### src/rv_pkg.sv
//********************
// Shared types and sizes for the RV32I subset core
// Word-only memories, 64 words each
// Instruction word zero decodes as a bubble
//********************
package rv_pkg;

	// Datapath and memory sizes
	localparam int XLEN       = 32;
	localparam int IMEM_WORDS = 64;
	localparam int DMEM_WORDS = 64;
	localparam int IMEM_AW    = $clog2(IMEM_WORDS);
	localparam int DMEM_AW    = $clog2(DMEM_WORDS);

	// Major opcodes the decoder knows
	localparam logic [6:0] OPC_RTYPE  = 7'b0110011;
	localparam logic [6:0] OPC_ITYPE  = 7'b0010011;
	localparam logic [6:0] OPC_LOAD   = 7'b0000011;
	localparam logic [6:0] OPC_STORE  = 7'b0100011;
	localparam logic [6:0] OPC_BRANCH = 7'b1100011;
	localparam logic [6:0] OPC_LUI    = 7'b0110111;

	typedef logic [4:0] reg_idx_t;

	// Instruction formats, MSB first
	typedef struct packed {
		logic [6:0] funct7;
		reg_idx_t   rs2;
		reg_idx_t   rs1;
		logic [2:0] funct3;
		reg_idx_t   rd;
		logic [6:0] opcode;
	} r_fmt_t;

	typedef struct packed {
		logic [11:0] imm_11_0;
		reg_idx_t    rs1;
		logic [2:0]  funct3;
		reg_idx_t    rd;
		logic [6:0]  opcode;
	} i_fmt_t;

	typedef struct packed {
		logic [6:0] imm_11_5;
		reg_idx_t   rs2;
		reg_idx_t   rs1;
		logic [2:0] funct3;
		logic [4:0] imm_4_0;
		logic [6:0] opcode;
	} s_fmt_t;

	typedef struct packed {
		logic       imm_12;
		logic [5:0] imm_10_5;
		reg_idx_t   rs2;
		reg_idx_t   rs1;
		logic [2:0] funct3;
		logic [3:0] imm_4_1;
		logic       imm_11;
		logic [6:0] opcode;
	} b_fmt_t;

	typedef struct packed {
		logic [19:0] imm_31_12;
		reg_idx_t    rd;
		logic [6:0]  opcode;
	} u_fmt_t;

	// One word, five views
	typedef union packed {
		r_fmt_t r_fmt;
		i_fmt_t i_fmt;
		s_fmt_t s_fmt;
		b_fmt_t b_fmt;
		u_fmt_t u_fmt;
	} instr_u;

	typedef enum logic [2:0] {
		ALU_ADD, ALU_SUB, ALU_AND, ALU_OR, ALU_XOR, ALU_SLT, ALU_PASS_B
	} alu_op_e;

	typedef enum logic [1:0] {WB_ALU, WB_MEM, WB_IMM} wb_sel_e;

	typedef enum logic [1:0] {FWD_REG, FWD_MEM, FWD_WB} fwd_sel_e;

	// All zero is a bubble
	typedef struct packed {
		logic    reg_write;
		logic    mem_read;
		logic    mem_write;
		wb_sel_e wb_sel;
		alu_op_e alu_op;
		logic    alu_src_imm;
		logic    branch;
		logic    branch_ne;
	} ctrl_t;

	typedef struct packed {
		logic [XLEN-1:0] pc;
		instr_u          instr;
	} if_id_t;

	typedef struct packed {
		logic [XLEN-1:0] pc;
		logic [XLEN-1:0] rs1_val;
		logic [XLEN-1:0] rs2_val;
		logic [XLEN-1:0] imm;
		reg_idx_t        rs1;
		reg_idx_t        rs2;
		reg_idx_t        rd;
		ctrl_t           ctrl;
	} id_ex_t;

	typedef struct packed {
		logic [XLEN-1:0] alu_result;
		logic [XLEN-1:0] store_data;
		logic [XLEN-1:0] imm;
		reg_idx_t        rd;
		ctrl_t           ctrl;
	} ex_mem_t;

	typedef struct packed {
		logic [XLEN-1:0] alu_result;
		logic [XLEN-1:0] mem_data;
		logic [XLEN-1:0] imm;
		reg_idx_t        rd;
		ctrl_t           ctrl;
	} mem_wb_t;

	typedef struct packed {
		logic            reg_write;
		reg_idx_t        rd;
		logic [XLEN-1:0] data;
	} wb_t;

	typedef struct packed {
		logic [XLEN-1:0] addr;
		logic [XLEN-1:0] data;
	} store_evt_t;

endpackage

### src/rv_decode.sv
//********************
// Register file, immediates and ID/EX
// Registers have no reset so programs set what they read
// Writeback is visible to a read in the same cycle
//********************
`timescale 1ns/10ps

module rv_decode (
	input  logic             i_clk,
	input  logic             i_rst,
	input  rv_pkg::if_id_t   i_if_id,
	input  rv_pkg::ctrl_t    i_ctrl,
	input  logic             i_stall,
	input  logic             i_flush,
	input  rv_pkg::wb_t      i_wb,
	// Sources of the instruction now in execute
	output rv_pkg::reg_idx_t o_rs1,
	output rv_pkg::reg_idx_t o_rs2,
	output rv_pkg::id_ex_t   o_id_ex
);

	logic [rv_pkg::XLEN-1:0] regs [32];
	logic [rv_pkg::XLEN-1:0] imm;
	rv_pkg::instr_u          ins;

	assign ins = i_if_id.instr;

	// x0 is never written
	always_ff @(posedge i_clk) begin
		if (i_wb.reg_write && (i_wb.rd != '0))
			regs[i_wb.rd] <= i_wb.data;
	end

	// Read with writeback bypass
	function automatic logic [rv_pkg::XLEN-1:0] read_reg(input rv_pkg::reg_idx_t idx);
		if (idx == '0)
			return '0;
		else if (i_wb.reg_write && (i_wb.rd == idx))
			return i_wb.data;
		else
			return regs[idx];
	endfunction

	// Sign-extended immediate per format
	always_comb begin
		case (ins.r_fmt.opcode)
			rv_pkg::OPC_ITYPE,
			rv_pkg::OPC_LOAD:
				imm = {{20{ins.i_fmt.imm_11_0[11]}}, ins.i_fmt.imm_11_0};
			rv_pkg::OPC_STORE:
				imm = {{20{ins.s_fmt.imm_11_5[6]}}, ins.s_fmt.imm_11_5, ins.s_fmt.imm_4_0};
			rv_pkg::OPC_BRANCH:
				imm = {{19{ins.b_fmt.imm_12}}, ins.b_fmt.imm_12, ins.b_fmt.imm_11,
					ins.b_fmt.imm_10_5, ins.b_fmt.imm_4_1, 1'b0};
			rv_pkg::OPC_LUI:
				imm = {ins.u_fmt.imm_31_12, 12'h000};
			default:
				imm = '0;
		endcase
	end

	// ID/EX clears only the control bundle for a bubble
	always_ff @(posedge i_clk) begin
		if (i_rst || i_stall || i_flush)
			o_id_ex.ctrl <= '0;
		else
			o_id_ex.ctrl <= i_ctrl;
		o_id_ex.pc      <= i_if_id.pc;
		o_id_ex.rs1_val <= read_reg(ins.r_fmt.rs1);
		o_id_ex.rs2_val <= read_reg(ins.r_fmt.rs2);
		o_id_ex.imm     <= imm;
		o_id_ex.rs1     <= ins.r_fmt.rs1;
		o_id_ex.rs2     <= ins.r_fmt.rs2;
		o_id_ex.rd      <= ins.r_fmt.rd;
	end

	assign o_rs1 = o_id_ex.rs1;
	assign o_rs2 = o_id_ex.rs2;

endmodule

### config.mk
export PLATFORM = sky130hd
export DESIGN_NAME = rv_decode
export DESIGN_NICKNAME = d
export VERILOG_FILES = /design/src/rv_pkg.sv /design/src/rv_decode.sv
export SDC_FILE = /design/constraint.sdc
export NUM_CORES = 1
export LEC_CHECK = 0
export BUFFER_PORTS_ARGS = -buffer_cell sky130_fd_sc_hd__buf_2
export CAP_MARGIN = 20
export CORE_MARGIN = 8
export CORE_UTILIZATION = 30
export DETAILED_ROUTE_END_ITERATION = 12
export GPL_ROUTABILITY_DRIVEN = 0
export REMOVE_ABC_BUFFERS = 1
export SYNTH_ARGS = -nofsm -noshare
export SYNTH_HDL_FRONTEND = slang
export SYNTH_SLANG_ARGS = --single-unit
export TNS_END_PERCENT = 30
### constraint.sdc
create_clock -name i_clk -period 2.7 [get_ports i_clk]
set_input_delay 0.135 -clock i_clk [delete_from_list [all_inputs] [get_ports i_clk]]
set_output_delay 0.135 -clock i_clk [all_outputs]
set_load 0.01 [all_outputs]
==> flow_summary.toml <==
[outcome]
status = "complete, no violations"

[route]
wirelength_mm = 175
drc = 0
vias = 32700
ant_nets = 0
viasPerCell = 5.61
drt_first_pass_iters = 6
routedWlPerCell_um = 30.1
drtIter0Drc = 3883

[sta]
fin_skew_ps = 20.7
worst_pin_slew_ps = 994
rsz0062_at_grt = "no"
fmax_ghz = 0.391
slew_headroom_pct = 33.7
period_minus_slack_ps = 2560
report.final.slew_viol_count = 0
setup_violations = 0
tns_ps = 0
finalHoldViolations = 0
finalCritPeriodShare_pct = 94.7

[worst_hold_path]
whs_endpoint = "o_rs2[2]"
hp-class = "in2reg"
hold_start = "i_if_id[22]"
holdPathStages = 3

[floorplanning]
initial_core_util_pct = 30.1
io_pins = 281
die_w_um = 431
rows = 152
die-area_um2 = 185000
die_h_um = 431
core_region_area_um2 = 171000

[clock_network]
clk_latency_ps = 780
cts_buffers = 137
clock_sinks = 1178
clk_pin_slew_ps = 60
htreeDepth = 4
cts_tree = "yes"
cts_max_path_buffers = 3
cts_setup_buffers = 0
cts-root-buf = "clkbuf_16"

[finish]
regArea_um2 = 33800
final_area_um2 = 63400
area_growth_pct = 22.8
fin_nets = 3598
multiInputGateArea_um2 = 17000
drive_gt1_share_pct = 30.7
fillers = 15800

[logic_synthesis]
yosysSeqAreaShare_pct = 65.6
synthXorXnorAreaFrac_pct = 0.170
synth.area.top_cells = "edfxtp_1 60%, mux4_2 14%, mux2i_1 6.7%, dfxtp_1 6.0%, a221oi_1 1.9%"
ys_async_sr_fraction_pct = 0
avgSynthCellArea_um2 = 17.6
yosys_warnings = 0
synth_fa_ha_area_share_pct = 0
synth-seq-cells = 1178
ys_top_cells_by_count = "1,024 x edfxtp_1, 345 x mux2i_1, 326 x mux4_2, 154 x dfxtp_1, 124 x clkbuf_1"
synth_top_family_by_area = "multiplexers"
synth_top_area_cell = "edfxtp_1"
netlist.area_leader.share_pct = 59.6
syn_area_um2 = 51600
synth_ff_type = "edfxtp_1"
ys_types = 47
synth_compound_area_share_pct = 8.17
yosysMostFrequentCell = "edfxtp_1"
synth.area.mux_share_pct = 22.2
synth-simple-area-share_pct = 1.61
synth_edf_count = 1024
synthCells = 2932

[placement]
portBuffers = 280
hpwl_mm = 104
placed_area_um2 = 57200

[worst_setup_path]
cpMaxStageDelayCell = "dlygate4sd3_1"
r2r-start = "regs[14][1]"
cp_max_fo = 19
cp-end-kind = "register"
reg2regPathDepth = 5
crit_top_cell = "dlygate4sd3_1"
rrSetupSlack_ps = 770
crit_buf_inv = 5
r2r_end = "o_id_ex[91]"
arrival_ps = 3260
path_cells = "dlygate4sd3_1 > buf_2 > or3_1 > a211oi_1 > dlygate4sd3_1 > buf_4 > and2_2 > a21o_1 > dlygate4sd3_1"
cp_top_family = "buffers and inverters"
cp.depth = 9
start_kind = "input pin"
critPathKind = "in2reg"
cp.required_ps = 3400
max_stage_delay_ps = 570

[global_routing]
grt-ovfl-total = 0
grt_max_degree = 57
grt_pass1_vias = 33300
grt_pass1_wl_mm = 246
antenna_found_initial = 14
grt_usage_pct = 18.3

[job]
drv_cap = 0

[pwr]
worst_ir_drop_vdd_uv = 660
p_leak_nw = 21.9
power_density_nw_per_um2 = 673
total_power_mw = 42.6
[tightest hold or removal path, cell delays in order]
cell    delay (ps)
buf_6          130
buf_12         180
buf_12         220
[report_power, final]
group / internal [mW] / switching (mW)
combinational: 1.59 / 2.15
clock: 10.7 / 7.73
sequential: 20.2 / 0.272
total: 32.5 / 10.1
[registers in the layout, summed over array words and instances (netlist names)]
| register | count |
|---|---|
| regs | 1024 |
| o_id_ex | 144 |
| o_rs1 | 5 |
| o_rs2 | 5 |
[cells by family after synthesis]
family,Yosys count
flops,1178
mux,729
compound gates,584
buf+inv,252
simple gates,178
xor+xnor,10
other cells,1
[cells in the final DEF (no fill, tap or decap), types with 74 or more instances in the layout]
cell type	instances
a21oi_1	82
a221oi_1	110
a22oi_1	74
buf_2	271
buf_4	128
clkbuf_16	140
dfxtp_1	154
dlygate4sd3_1	164
edfxtp_1	1024
mux2i_1	345
mux4_2	326
o21ai_0	91
[per-layer routing]
layer | GRT usage [%] | up-vias | part of all wire [%]
met5 | 0 | - | 0.015
met4 | 7.75 | 4 | 4.6
met3 | 4.34 | 399 | 9.3
met2 | 30.1 | 1867 | 48
met1 | 23.1 | 17000 | 38
li1 | - | 13400 | -
[stage by stage]
| stage | utilization [%] | setup slack (ps) | hold WS [ps] | instances |
|---|---|---|---|---|
| after floorplan | - | -1810 | 163 | 2714 |
| after global placement | 33.4 | 150 | 237 | 5411 |
| after detailed placement | 33.4 | 134 | 239 | 5411 |
| after CTS | 37.0 | 19.7 | 1.13 | 5827 |
| after global routing | 37.0 | 27.2 | 18.4 | 5828 |
| final | 37.0 | 142 | 31.0 | 5828 |
[final cells by class]
class / instances / share of cell area [%]
Tap cell: 2233 / 4.41
Multi-Input combinational cell: 1533 / 26.9
Timing Repair Buffer: 628 / 8.24
Sequential cell: 1178 / 53.4
Clock buffer: 183 / 6.04
Inverter: 3 / 0.0178
Clock inverter: 69 / 1.04
Antenna cell: 1 / 0.00395
[worst max-delay path by stage]
stage | from | endpoint | slack (ps)
global placement | i_wb[34] | regs[20][0] | 150
CTS | i_if_id[3] | o_id_ex[39] | 20
detailed placement | i_if_id[15] | o_id_ex[114] | 130
floorplan | i_if_id[22] | o_id_ex[81] | -1810
finish | i_if_id[3] | o_id_ex[38] | 140
global route | i_if_id[3] | o_id_ex[39] | 30
[timing repair]
item	CTS	global route
hold buffers	164	0
resized for setup	0	1
endpoints found under the hold margin	1163	0
setup endpoints to repair	0	9
No activity file was read; power rests on OpenSTA's default activity.
