`config.mk`:
```
export PLATFORM = sky130hd
export DESIGN_NAME = rv_execute
export DESIGN_NICKNAME = d
export VERILOG_FILES = /design/src/rv_pkg.sv /design/src/rv_execute.sv
export SDC_FILE = /design/constraint.sdc
export NUM_CORES = 1
export LEC_CHECK = 0
export BUFFER_PORTS_ARGS = -buffer_cell sky130_fd_sc_hd__clkbuf_2
export CORE_MARGIN = 2
export CORE_UTILIZATION = 52
export CTS_CLUSTER_DIAMETER = 50
export DETAILED_ROUTE_END_ITERATION = 6
export PLACE_DENSITY = 0.79
export SETUP_SLACK_MARGIN = 0.05
export SYNTH_ARGS = -nofsm -noshare
export SYNTH_HDL_FRONTEND = slang
export SYNTH_SLANG_ARGS = --single-unit
```
`constraint.sdc`:
```
create_clock -name i_clk -period 5.82 [get_ports i_clk]
set_clock_uncertainty 0.1 [all_clocks]
set_input_delay 1.164 -clock i_clk [delete_from_list [all_inputs] [get_ports i_clk]]
set_output_delay 1.164 -clock i_clk [all_outputs]
set_load 0.03 [all_outputs]
```
`src/rv_pkg.sv`:
```
//********************
// Shared types and sizes for the RV32I subset core
// Word-only memories, 64 words each
// Instruction word zero decodes as a bubble
//********************
package rv_pkg;

	// Datapath and memory sizes
	localparam int XLEN       = 32;
	localparam int IMEM_WORDS = 64;
	localparam int DMEM_WORDS = 64;
	localparam int IMEM_AW    = $clog2(IMEM_WORDS);
	localparam int DMEM_AW    = $clog2(DMEM_WORDS);

	// Major opcodes the decoder knows
	localparam logic [6:0] OPC_RTYPE  = 7'b0110011;
	localparam logic [6:0] OPC_ITYPE  = 7'b0010011;
	localparam logic [6:0] OPC_LOAD   = 7'b0000011;
	localparam logic [6:0] OPC_STORE  = 7'b0100011;
	localparam logic [6:0] OPC_BRANCH = 7'b1100011;
	localparam logic [6:0] OPC_LUI    = 7'b0110111;

	typedef logic [4:0] reg_idx_t;

	// Instruction formats, MSB first
	typedef struct packed {
		logic [6:0] funct7;
		reg_idx_t   rs2;
		reg_idx_t   rs1;
		logic [2:0] funct3;
		reg_idx_t   rd;
		logic [6:0] opcode;
	} r_fmt_t;

	typedef struct packed {
		logic [11:0] imm_11_0;
		reg_idx_t    rs1;
		logic [2:0]  funct3;
		reg_idx_t    rd;
		logic [6:0]  opcode;
	} i_fmt_t;

	typedef struct packed {
		logic [6:0] imm_11_5;
		reg_idx_t   rs2;
		reg_idx_t   rs1;
		logic [2:0] funct3;
		logic [4:0] imm_4_0;
		logic [6:0] opcode;
	} s_fmt_t;

	typedef struct packed {
		logic       imm_12;
		logic [5:0] imm_10_5;
		reg_idx_t   rs2;
		reg_idx_t   rs1;
		logic [2:0] funct3;
		logic [3:0] imm_4_1;
		logic       imm_11;
		logic [6:0] opcode;
	} b_fmt_t;

	typedef struct packed {
		logic [19:0] imm_31_12;
		reg_idx_t    rd;
		logic [6:0]  opcode;
	} u_fmt_t;

	// One word, five views
	typedef union packed {
		r_fmt_t r_fmt;
		i_fmt_t i_fmt;
		s_fmt_t s_fmt;
		b_fmt_t b_fmt;
		u_fmt_t u_fmt;
	} instr_u;

	typedef enum logic [2:0] {
		ALU_ADD, ALU_SUB, ALU_AND, ALU_OR, ALU_XOR, ALU_SLT, ALU_PASS_B
	} alu_op_e;

	typedef enum logic [1:0] {WB_ALU, WB_MEM, WB_IMM} wb_sel_e;

	typedef enum logic [1:0] {FWD_REG, FWD_MEM, FWD_WB} fwd_sel_e;

	// All zero is a bubble
	typedef struct packed {
		logic    reg_write;
		logic    mem_read;
		logic    mem_write;
		wb_sel_e wb_sel;
		alu_op_e alu_op;
		logic    alu_src_imm;
		logic    branch;
		logic    branch_ne;
	} ctrl_t;

	typedef struct packed {
		logic [XLEN-1:0] pc;
		instr_u          instr;
	} if_id_t;

	typedef struct packed {
		logic [XLEN-1:0] pc;
		logic [XLEN-1:0] rs1_val;
		logic [XLEN-1:0] rs2_val;
		logic [XLEN-1:0] imm;
		reg_idx_t        rs1;
		reg_idx_t        rs2;
		reg_idx_t        rd;
		ctrl_t           ctrl;
	} id_ex_t;

	typedef struct packed {
		logic [XLEN-1:0] alu_result;
		logic [XLEN-1:0] store_data;
		logic [XLEN-1:0] imm;
		reg_idx_t        rd;
		ctrl_t           ctrl;
	} ex_mem_t;

	typedef struct packed {
		logic [XLEN-1:0] alu_result;
		logic [XLEN-1:0] mem_data;
		logic [XLEN-1:0] imm;
		reg_idx_t        rd;
		ctrl_t           ctrl;
	} mem_wb_t;

	typedef struct packed {
		logic            reg_write;
		reg_idx_t        rd;
		logic [XLEN-1:0] data;
	} wb_t;

	typedef struct packed {
		logic [XLEN-1:0] addr;
		logic [XLEN-1:0] data;
	} store_evt_t;

endpackage

```
`src/rv_execute.sv`:
```
//********************
// Execute stage and EX/MEM
// Branches resolve here with target PC plus immediate
// slt compares signed
//********************
`timescale 1ns/10ps

module rv_execute (
	input  logic                    i_clk,
	input  logic                    i_rst,
	input  rv_pkg::id_ex_t          i_id_ex,
	input  rv_pkg::fwd_sel_e        i_fwd_a,
	input  rv_pkg::fwd_sel_e        i_fwd_b,
	// ALU result held in EX/MEM
	input  logic [rv_pkg::XLEN-1:0] i_mem_fwd,
	input  rv_pkg::wb_t             i_wb,
	output logic                    o_branch_taken,
	output logic [rv_pkg::XLEN-1:0] o_target,
	output rv_pkg::ex_mem_t         o_ex_mem
);

	logic [rv_pkg::XLEN-1:0] op_a;
	logic [rv_pkg::XLEN-1:0] op_b_reg;
	logic [rv_pkg::XLEN-1:0] op_b;
	logic [rv_pkg::XLEN-1:0] alu_result;
	logic                    equal;

	// Forwarding muxes
	always_comb begin
		case (i_fwd_a)
			rv_pkg::FWD_MEM: op_a = i_mem_fwd;
			rv_pkg::FWD_WB:  op_a = i_wb.data;
			default:         op_a = i_id_ex.rs1_val;
		endcase
		case (i_fwd_b)
			rv_pkg::FWD_MEM: op_b_reg = i_mem_fwd;
			rv_pkg::FWD_WB:  op_b_reg = i_wb.data;
			default:         op_b_reg = i_id_ex.rs2_val;
		endcase
	end

	// Immediate after forwarding
	assign op_b = i_id_ex.ctrl.alu_src_imm ? i_id_ex.imm : op_b_reg;

	always_comb begin
		case (i_id_ex.ctrl.alu_op)
			rv_pkg::ALU_ADD: alu_result = op_a + op_b;
			rv_pkg::ALU_SUB: alu_result = op_a - op_b;
			rv_pkg::ALU_AND: alu_result = op_a & op_b;
			rv_pkg::ALU_OR:  alu_result = op_a | op_b;
			rv_pkg::ALU_XOR: alu_result = op_a ^ op_b;
			rv_pkg::ALU_SLT: alu_result = {31'd0, $signed(op_a) < $signed(op_b)};
			// lui passes the immediate
			default:         alu_result = op_b;
		endcase
	end

	// beq or bne on forwarded registers
	assign equal          = (op_a == op_b_reg);
	assign o_branch_taken = i_id_ex.ctrl.branch && (i_id_ex.ctrl.branch_ne ? !equal : equal);
	assign o_target       = i_id_ex.pc + i_id_ex.imm;

	// EX/MEM
	always_ff @(posedge i_clk) begin
		if (i_rst)
			o_ex_mem.ctrl <= '0;
		else
			o_ex_mem.ctrl <= i_id_ex.ctrl;
		o_ex_mem.alu_result <= alu_result;
		// Store data must see forwarded rs2
		o_ex_mem.store_data <= op_b_reg;
		o_ex_mem.imm        <= i_id_ex.imm;
		o_ex_mem.rd         <= i_id_ex.rd;
	end

	// x0 operands reach execute as zero after register read and forwarding
	a_x0_zero: assert property (@(posedge i_clk) disable iff (i_rst)
		(i_id_ex.ctrl != '0) |->
		((i_id_ex.rs1 != '0 || op_a == '0) &&
		 (i_id_ex.rs2 != '0 || op_b_reg == '0)));

endmodule

```
==> results.py <==
metrics = {
    "timing": {
        "hold_violations": 0,
        "timing.fmax_mhz": 179,
        "slew_headroom_pct": 32.4,
        "fin_tns_setup_ns": 0,
        "fin_crit_sh_pct": 96.0,
        "maxSlewViolCount": 0,
        "grt_setup_unrepaired": "no",
        "worst_slew_pin_slew_ns": 1.01,
        "setup_viol": 0,
        "period_minus_slack_ns": 5.58,
        "whs_ns": 0.792,
    },
    "logic_synthesis": {
        "async_flop_share_pct": 0,
        "synth.net_count": 1892,
        "avgSynthCellArea_um2": 7.31,
        "synth_ff_type": "dfxtp_1",
        "synth-edff-count": 0,
        "yosysWarnings": 0,
        "ys_seq_area_share_pct": 20.2,
        "synth_cells": 1522,
        "yosys_register_bits": 112,
        "synth.distinct_cells": 85,
        "synth_area_mm2": 0.0111,
    },
    "placement": {
        "routabilityCongestion": 1.03,
        "hpwlAfterDp_um": 37800,
        "dp_cells": 2195,
        "port_buffers": 358,
    },
    "cts": {
        "cts_sinks": 112,
        "clk_path_buf_depth": 2,
        "cts_root_buf": "clkbuf_16",
        "post_cts_buffers": 0,
        "clkTransAtPathRegs_ns": 0.09,
        "cts_buffers": 9,
        "cts_tree": "done",
        "htreeDepth": 3,
        "postCtsHoldBufs": 0,
    },
    "power_and_ir_drop": {
        "power_density_mw_per_mm2": 254,
        "total_power_w": 0.00363,
        "power_leakage_nw": 7.26,
        "ir_drop_uv": 152,
    },
    "drt": {
        "totalWireLength_um": 46800,
        "postRouteAntennaNets": 0,
        "post_drt_wl_per_cell_um": 21.2,
        "dr_total_vias": 13492,
        "drt_iter0_markers": 1471,
        "drt_first_pass_iters": 7,
        "vias_per_cell": 6.10,
        "drc_errors": 0,
    },
    "critical_path": {
        "critPathBufInv": 6,
        "crit_family": "simple AND/OR/NAND/NOR gates",
        "cp.required_ns": 4.56,
        "endpoint_kind": "primary output",
        "slowest_delay_ns": 0.39,
        "crit_fanout": 20,
        "arrival_ns": 4.32,
        "slowest_stage": "or3_1",
        "crit_chain": "clkbuf_2, inv_1, ha_2, buf_4, buf_4, a22oi_1, nor2_1, a21oi_1, xor2_1, nor4_1, buf_4, nand4_1, or3_1, a21boi_0, clkbuf_2",
        "crit_top_cell": "buf_4",
        "start_kind": "primary input",
        "criticalPathCategory": "in -> out",
    },
    "cells_and_area": {
        "top_regs": "o_ex_mem (112)",
        "antenna_cells": 0,
        "final_core_util_pct": 68.0,
        "drive_gt1_share_pct": 27.8,
        "fin_cells": 2211,
        "nets": 2301,
        "largest_register_ffs": 112,
        "nFillCells": 1816,
        "syn2layout_area_growth_pct": 28.4,
        "top_register": "o_ex_mem",
    },
    "hold_path": {
        "hold_path_class": "in -> reg",
    },
    "die": {
        "die_h_um": 150,
        "core_area_mm2": 0.0210,
        "initial_core_util_pct": 52.9,
        "num_io_pins": 375,
        "die_x_um": 150,
        "die-area_mm2": 0.0226,
        "fp-row-count": 53,
    },
    "global_route": {
        "grt_pass1_vias": 12370,
        "grt_max_degree": 62,
        "antenna_found_initial": 1,
        "grt_overflow_total": 0,
        "grt_pass1_wl_um": 68600,
        "grt_usage_pct": 39.4,
    },
    "run_status": {
        "outcome": "complete, no violations",
    },
    "flow_run": {
        "cap_violations": 0,
    },
}
==> per-stage QoR <==
step                      setup WS (ns)  area, um2
after floorplan                   0.695      11100
after global placement            0.195      14000
after detailed placement          0.159      14000
after CTS                         0.236      14300
after global routing             0.0695      14300
final                             0.235      14300
==> what timing repair did <==
item,in CTS,in global routing
hold endpoints to repair,0,0
resized for setup,0,3
endpoints found under the setup margin,0,4
==> placed cells by master, fill, tap and decap left out, types with 16 or more instances in the layout <==
master / instances
nand3_1: 16
clkbuf_2: 358
nor2b_1: 20
nor3_1: 18
buf_4: 121
o21bai_1: 18
nor2_1: 157
a22oi_1: 84
a21oi_1: 204
dfxtp_1: 112
a21o_1: 27
xor2_1: 38
inv_1: 138
xnor2_1: 36
ha_1: 135
nand2_1: 82
o21ai_0: 109
==> layout make-up <==
cell class | instances | area (um2) | area share [%]
clock inverters | 6 | 70.1 | 0.490
clock buffers | 10 | 239 | 1.67
well taps | 275 | 344 | 2.41
repair buffers | 486 | 2840 | 19.9
flip-flops and latches | 112 | 2240 | 15.7
inverters | 144 | 541 | 3.78
multi-input cells | 1178 | 8020 | 56.1
==> power breakdown <==
group / internal, W / leakage [nW] / switching (W) / total [W]
Sequential: 0.000855 / 0.942 / 0.0000261 / 0.000881
Combinational: 0.000756 / 6.17 / 0.00132 / 0.00208
Clock: 0.000318 / 0.151 / 0.000352 / 0.000670
==> cells in the mapped netlist, drive strengths merged (20+ instances only) <==
library cell,count,area (um2)
a21oi,207,1040
ha,137,1710
xor2,38,333
o21ai,114,571
xnor2,36,315
nor2,159,597
nor2b,20,125
clkbuf,63,236
a21o,27,203
nand2,82,308
dfxtp,112,2240
inv,142,533
buf,25,116
a22oi,84,631
==> logic make-up (layout without fill, tap and decap cells) <==
| family | Yosys count | in the layout | synth area share, % |
|---|---|---|---|
| AO/OA/AOI/OAI | 605 | 605 | 35.0 |
| AND/OR/NAND/NOR | 353 | 353 | 14.5 |
| buffers and inverters | 232 | 646 | 8.03 |
| adder cells (fa/ha/maj) | 140 | 140 | 15.9 |
| flip-flops | 112 | 112 | 20.2 |
| XOR/XNOR | 74 | 74 | 5.82 |
| multiplexers | 6 | 6 | 0.562 |
==> path summary, 6_finish.rpt <==
kind	to	cells after the start	startpoint
max	o_branch_taken	15	i_fwd_a[0]
min	o_ex_mem[14]	1	i_id_ex[14]
==> per-layer routing <==
layer  vias up  track usage [%]  wire length (um)
li1       6262                -                 -
met1      6139             48.2             18000
met2       895             64.0             21100
met3       194             7.15              4370
met4         2             24.5              3310
met5         -                0                13
(Power assumes the default switching activity.)
