File: config.mk
export PLATFORM = sky130hd
export DESIGN_NAME = rv_control
export DESIGN_NICKNAME = d
export VERILOG_FILES = /design/src/rv_pkg.sv /design/src/rv_control.sv
export SDC_FILE = /design/constraint.sdc
export NUM_CORES = 1
export LEC_CHECK = 0
export BUFFER_PORTS_ARGS = -buffer_cell sky130_fd_sc_hd__buf_2
export CAP_MARGIN = 20
export CORE_ASPECT_RATIO = 1.5
export CORE_MARGIN = 3
export CORE_UTILIZATION = 26
export DETAILED_ROUTE_END_ITERATION = 8
export GPL_ROUTABILITY_DRIVEN = 0
export PLACE_DENSITY = 0.95
export SLEW_MARGIN = 20
export SYNTH_ARGS = -nofsm -noshare
export SYNTH_HDL_FRONTEND = slang
export SYNTH_SLANG_ARGS = --single-unit
File: constraint.sdc
create_clock -name vclk -period 1.8
set_input_delay 0 -clock vclk [all_inputs]
set_output_delay 0 -clock vclk [all_outputs]
set_load 0.005 [all_outputs]
File: src/rv_pkg.sv
//********************
// Shared types and sizes for the RV32I subset core
// Word-only memories, 64 words each
// Instruction word zero decodes as a bubble
//********************
package rv_pkg;

	// Datapath and memory sizes
	localparam int XLEN       = 32;
	localparam int IMEM_WORDS = 64;
	localparam int DMEM_WORDS = 64;
	localparam int IMEM_AW    = $clog2(IMEM_WORDS);
	localparam int DMEM_AW    = $clog2(DMEM_WORDS);

	// Major opcodes the decoder knows
	localparam logic [6:0] OPC_RTYPE  = 7'b0110011;
	localparam logic [6:0] OPC_ITYPE  = 7'b0010011;
	localparam logic [6:0] OPC_LOAD   = 7'b0000011;
	localparam logic [6:0] OPC_STORE  = 7'b0100011;
	localparam logic [6:0] OPC_BRANCH = 7'b1100011;
	localparam logic [6:0] OPC_LUI    = 7'b0110111;

	typedef logic [4:0] reg_idx_t;

	// Instruction formats, MSB first
	typedef struct packed {
		logic [6:0] funct7;
		reg_idx_t   rs2;
		reg_idx_t   rs1;
		logic [2:0] funct3;
		reg_idx_t   rd;
		logic [6:0] opcode;
	} r_fmt_t;

	typedef struct packed {
		logic [11:0] imm_11_0;
		reg_idx_t    rs1;
		logic [2:0]  funct3;
		reg_idx_t    rd;
		logic [6:0]  opcode;
	} i_fmt_t;

	typedef struct packed {
		logic [6:0] imm_11_5;
		reg_idx_t   rs2;
		reg_idx_t   rs1;
		logic [2:0] funct3;
		logic [4:0] imm_4_0;
		logic [6:0] opcode;
	} s_fmt_t;

	typedef struct packed {
		logic       imm_12;
		logic [5:0] imm_10_5;
		reg_idx_t   rs2;
		reg_idx_t   rs1;
		logic [2:0] funct3;
		logic [3:0] imm_4_1;
		logic       imm_11;
		logic [6:0] opcode;
	} b_fmt_t;

	typedef struct packed {
		logic [19:0] imm_31_12;
		reg_idx_t    rd;
		logic [6:0]  opcode;
	} u_fmt_t;

	// One word, five views
	typedef union packed {
		r_fmt_t r_fmt;
		i_fmt_t i_fmt;
		s_fmt_t s_fmt;
		b_fmt_t b_fmt;
		u_fmt_t u_fmt;
	} instr_u;

	typedef enum logic [2:0] {
		ALU_ADD, ALU_SUB, ALU_AND, ALU_OR, ALU_XOR, ALU_SLT, ALU_PASS_B
	} alu_op_e;

	typedef enum logic [1:0] {WB_ALU, WB_MEM, WB_IMM} wb_sel_e;

	typedef enum logic [1:0] {FWD_REG, FWD_MEM, FWD_WB} fwd_sel_e;

	// All zero is a bubble
	typedef struct packed {
		logic    reg_write;
		logic    mem_read;
		logic    mem_write;
		wb_sel_e wb_sel;
		alu_op_e alu_op;
		logic    alu_src_imm;
		logic    branch;
		logic    branch_ne;
	} ctrl_t;

	typedef struct packed {
		logic [XLEN-1:0] pc;
		instr_u          instr;
	} if_id_t;

	typedef struct packed {
		logic [XLEN-1:0] pc;
		logic [XLEN-1:0] rs1_val;
		logic [XLEN-1:0] rs2_val;
		logic [XLEN-1:0] imm;
		reg_idx_t        rs1;
		reg_idx_t        rs2;
		reg_idx_t        rd;
		ctrl_t           ctrl;
	} id_ex_t;

	typedef struct packed {
		logic [XLEN-1:0] alu_result;
		logic [XLEN-1:0] store_data;
		logic [XLEN-1:0] imm;
		reg_idx_t        rd;
		ctrl_t           ctrl;
	} ex_mem_t;

	typedef struct packed {
		logic [XLEN-1:0] alu_result;
		logic [XLEN-1:0] mem_data;
		logic [XLEN-1:0] imm;
		reg_idx_t        rd;
		ctrl_t           ctrl;
	} mem_wb_t;

	typedef struct packed {
		logic            reg_write;
		reg_idx_t        rd;
		logic [XLEN-1:0] data;
	} wb_t;

	typedef struct packed {
		logic [XLEN-1:0] addr;
		logic [XLEN-1:0] data;
	} store_evt_t;

endpackage

File: src/rv_control.sv
//********************
// Decode, hazard and forwarding control
// Unsupported encodings become bubbles
// Only one load-use stall cycle is inserted
//********************
`timescale 1ns/10ps

module rv_control (
	input  rv_pkg::instr_u   i_instr,
	// Sources of the instruction in execute
	input  rv_pkg::reg_idx_t i_id_rs1,
	input  rv_pkg::reg_idx_t i_id_rs2,
	input  rv_pkg::reg_idx_t i_ex_rd,
	input  rv_pkg::ctrl_t    i_ex_ctrl,
	input  rv_pkg::reg_idx_t i_mem_rd,
	input  rv_pkg::ctrl_t    i_mem_ctrl,
	input  rv_pkg::wb_t      i_wb,
	input  logic             i_branch_taken,
	output rv_pkg::ctrl_t    o_ctrl,
	output logic             o_stall,
	output logic             o_flush,
	output rv_pkg::fwd_sel_e o_fwd_a,
	output rv_pkg::fwd_sel_e o_fwd_b
);

	logic [6:0] opcode;
	logic [2:0] funct3;
	logic [6:0] funct7;
	logic       uses_rs1;
	logic       uses_rs2;

	assign opcode = i_instr.r_fmt.opcode;
	assign funct3 = i_instr.r_fmt.funct3;
	assign funct7 = i_instr.r_fmt.funct7;

	// Control bundle per opcode
	always_comb begin
		o_ctrl = '0;
		case (opcode)
			rv_pkg::OPC_RTYPE: begin
				o_ctrl.reg_write = 1'b1;
				case (funct3)
					3'b000: o_ctrl.alu_op = funct7[5] ? rv_pkg::ALU_SUB : rv_pkg::ALU_ADD;
					3'b111: o_ctrl.alu_op = rv_pkg::ALU_AND;
					3'b110: o_ctrl.alu_op = rv_pkg::ALU_OR;
					3'b100: o_ctrl.alu_op = rv_pkg::ALU_XOR;
					3'b010: o_ctrl.alu_op = rv_pkg::ALU_SLT;
					// Shifts and sltu not supported
					default: o_ctrl = '0;
				endcase
			end
			rv_pkg::OPC_ITYPE: begin
				// addi only
				o_ctrl.reg_write   = (funct3 == 3'b000);
				o_ctrl.alu_src_imm = 1'b1;
			end
			rv_pkg::OPC_LOAD: begin
				// lw only
				o_ctrl.reg_write   = (funct3 == 3'b010);
				o_ctrl.mem_read    = (funct3 == 3'b010);
				o_ctrl.wb_sel      = rv_pkg::WB_MEM;
				o_ctrl.alu_src_imm = 1'b1;
			end
			rv_pkg::OPC_STORE: begin
				o_ctrl.mem_write   = (funct3 == 3'b010);
				o_ctrl.alu_src_imm = 1'b1;
			end
			rv_pkg::OPC_BRANCH: begin
				// beq is 000, bne is 001
				o_ctrl.branch    = (funct3[2:1] == 2'b00);
				o_ctrl.branch_ne = funct3[0];
			end
			rv_pkg::OPC_LUI: begin
				o_ctrl.reg_write   = 1'b1;
				o_ctrl.wb_sel      = rv_pkg::WB_IMM;
				o_ctrl.alu_op      = rv_pkg::ALU_PASS_B;
				o_ctrl.alu_src_imm = 1'b1;
			end
			default: o_ctrl = '0;
		endcase
	end

	// Which source fields are real registers
	assign uses_rs1 = (opcode == rv_pkg::OPC_RTYPE) || (opcode == rv_pkg::OPC_ITYPE) ||
		(opcode == rv_pkg::OPC_LOAD) || (opcode == rv_pkg::OPC_STORE) ||
		(opcode == rv_pkg::OPC_BRANCH);
	assign uses_rs2 = (opcode == rv_pkg::OPC_RTYPE) || (opcode == rv_pkg::OPC_STORE) ||
		(opcode == rv_pkg::OPC_BRANCH);

	// Load in execute feeding the instruction in decode
	assign o_stall = i_ex_ctrl.mem_read && (i_ex_rd != '0) &&
		((uses_rs1 && (i_ex_rd == i_instr.r_fmt.rs1)) ||
		 (uses_rs2 && (i_ex_rd == i_instr.r_fmt.rs2)));

	// Branch resolved in execute kills the two younger slots
	assign o_flush = i_branch_taken;

	// Memory stage wins over writeback, x0 never forwarded
	function automatic rv_pkg::fwd_sel_e pick_fwd(input rv_pkg::reg_idx_t rs);
		if (i_mem_ctrl.reg_write && !i_mem_ctrl.mem_read && (i_mem_rd != '0) && (i_mem_rd == rs))
			return rv_pkg::FWD_MEM;
		else if (i_wb.reg_write && (i_wb.rd != '0) && (i_wb.rd == rs))
			return rv_pkg::FWD_WB;
		else
			return rv_pkg::FWD_REG;
	endfunction

	assign o_fwd_a = pick_fwd(i_id_rs1);
	assign o_fwd_b = pick_fwd(i_id_rs2);

endmodule

==> results.py <==
metrics = {
    "run_status": {
        "status": "complete, no violations",
    },
    "cells_and_area": {
        "antennaDiodeCount": 0,
        "nets": 266,
        "layout-drive-gt1-share_pct": 46.36,
        "final_area_um2": 944.7,
        "area_growth_pct": 60.98,
        "fillers": 221,
        "nClkBuffers": 0,
        "seq_cells": 0,
        "seq_area_um2": 0,
    },
    "min_path": {
        "holdPathStages": 0,
        "hp-class": "input port to output pin",
    },
    "cts": {
        "cts_setup_buffers": 0,
        "cts_hold_buf": 0,
        "cts_resized": 0,
    },
    "floorplanning": {
        "die_h_um": 64.19,
        "core_um2": 2077,
        "start_util_pct": 28.25,
        "rows": 20,
        "die_w_um": 44.79,
        "io_pins": 130,
        "dieArea_um2": 2875,
    },
    "sta": {
        "finalHoldViolCount": 0,
        "worst_pin_slew_ns": 0.4410,
        "tns_ns": 0,
        "max_freq_ghz": 0.7617,
        "period_minus_slack_ns": 1.313,
        "setup_viol": 0,
        "slew-limit-headroom_pct": 70.33,
        "fin_crit_sh_pct": 72.94,
        "rsz0062_at_grt": "false",
        "setup_slack_ns": 0.4871,
        "finalMaxSlewViolations": 0,
        "whs_ns": 0.00005451,
    },
    "yosys": {
        "synth_xor_area_share_pct": 46.27,
        "synth.avg_cell_area_um2": 6.904,
        "yosys.cell_types.count": 22,
        "yosys.area_share.simple_pct": 39.02,
        "synth_fp_nets": 198,
        "synth_top_family_by_area": "XOR/XNOR gates",
        "synthMuxAreaShare_pct": 0,
        "synthAdderAreaFrac_pct": 0,
        "synth_compound_area_share_pct": 11.51,
        "ys_seq_area_share_pct": 0,
        "netlist_instances": 85,
        "synthesis.area_um2": 586.8,
        "ys_warn_count": 0,
    },
    "setup_path": {
        "max_stage_delay_ns": 0.53,
        "cp_max_fo": 3,
        "cp_data_arrival_time_ns": 1.31,
        "crit_path_frequent_cell": "buf_2",
        "crit_chain": "buf_2 > or4_1 > o21ai_2 > nor4_1 > nor4_2 > buf_2",
        "crit_path_start_kind": "input port",
        "path_class": "input port to output pin",
        "worstPathRequired_ns": 1.80,
        "slowest_stage": "or4_1",
        "worst_setup_path_end_kind": "output pin",
    },
    "grt": {
        "grt_pass1_vias": 849,
        "grtUsageTotal_pct": 15.64,
        "antenna_found_initial": 0,
        "grt_start_max_net_pins": 9,
        "busiest_layer": "met2",
        "grt_pass1_wl_mm": 3.519,
        "globalRouteMet1Util_pct": 14.00,
        "grt_overflow_total": 0,
        "use_met3_pct": 7.042,
        "met2_usage_pct": 31.65,
    },
    "power_and_ir_drop": {
        "cellPowerDensity_nw_per_um2": 185.8,
        "leakage_nw": 0.4929,
        "ir_worst_vdd_uv": 85.35,
        "power_uw": 175.5,
    },
    "route": {
        "route.detailed.drc": 0,
        "wl_mm": 2.330,
        "wire_per_inst_um": 13.47,
        "vias_per_cell": 4.983,
        "drtIter0Drc": 5,
        "vias": 862,
        "antenna_left": 0,
        "firstDrtPassIters": 3,
    },
    "job": {
        "maxCapViolCount": 0,
    },
    "placement": {
        "post-place-ws_ns": 0.4915,
        "dpl_cell_area_um2": 944.7,
        "dp_hpwl_mm": 2.129,
        "io_buffers": 66,
    },
}
-- layout by cell type (no fill, tap or decap), drive strengths merged --
cell type	n
buf	67
xor2	22
xnor2	9
nand2	7
nor4	7
nor3	6
a21oi	4
nand3	4
or4	4
o21ai	4
nor2	3
inv	3
nor2b	3
nand2b	2
and4	2
o31ai	1
o31a	1
o21bai	1
nand4	1
-- through the flow --
stage	std cells	utilization (%)
floorplan	85	-
global placement	173	45.48
detailed placement	173	45.48
CTS	173	45.48
global route	173	45.48
finish	173	45.48
-- synth_stat cells --
master / instances / share of area (%)
a21oi_1: 4 / 3.4
and4_1: 2 / 3.0
buf_4: 1 / 1.3
inv_1: 3 / 1.9
nand2_1: 7 / 4.5
nand2b_1: 2 / 2.1
nand3_1: 4 / 3.4
nand4_1: 1 / 1.1
nor2_1: 3 / 1.9
nor2b_1: 3 / 3.2
nor3_1: 6 / 5.1
nor4_1: 5 / 5.3
nor4_2: 2 / 4.3
o21ai_0: 2 / 1.7
o21ai_1: 1 / 0.85
o21ai_2: 1 / 1.5
o21bai_1: 1 / 1.3
o31a_1: 1 / 1.5
o31ai_1: 1 / 1.3
or4_1: 4 / 5.1
xnor2_1: 9 / 13
xor2_1: 22 / 33
-- final timing paths --
check	from	endpoint	slack, ns
max	i_mem_rd[1]	o_fwd_b[1]	0.49
min	i_branch_taken	o_flush	0.00005
-- per-layer routing --
layer / part of all wire, % / wire (um)
met1: 33 / 762
met2: 50 / 1164
met3: 17 / 394
met4: 0.34 / 8
met5: 0 / 0
-- layout make-up --
| cell class | count | area [um^2] | share of cell area, % |
|---|---|---|---|
| Inverter | 3 | 11.26 | 1.192 |
| Multi-Input combinational cell | 81 | 568.0 | 60.13 |
| Tap cell | 22 | 27.53 | 2.914 |
| Timing Repair Buffer | 67 | 337.8 | 35.76 |
-- power by group --
group          switching [mW]  internal [mW]
sequential                  0              0
clock                       0              0
combinational          0.0871         0.0884
total                  0.0871         0.0884
-- worst max-delay path: cells and delay by family --
kind,cells,cell delay [ns]
compound gates,1,0.15
simple gates,3,0.88
buf+inv,2,0.27
-- logic make-up (layout without fill, tap and decap cells) --
family	after synthesis	after routing
buffers and inverters	4	70
AOI/OAI and AO/OA	11	11
and+or+nand+nor	39	39
xor gates and xnor gates	31	31
(Power assumes the default switching activity.)
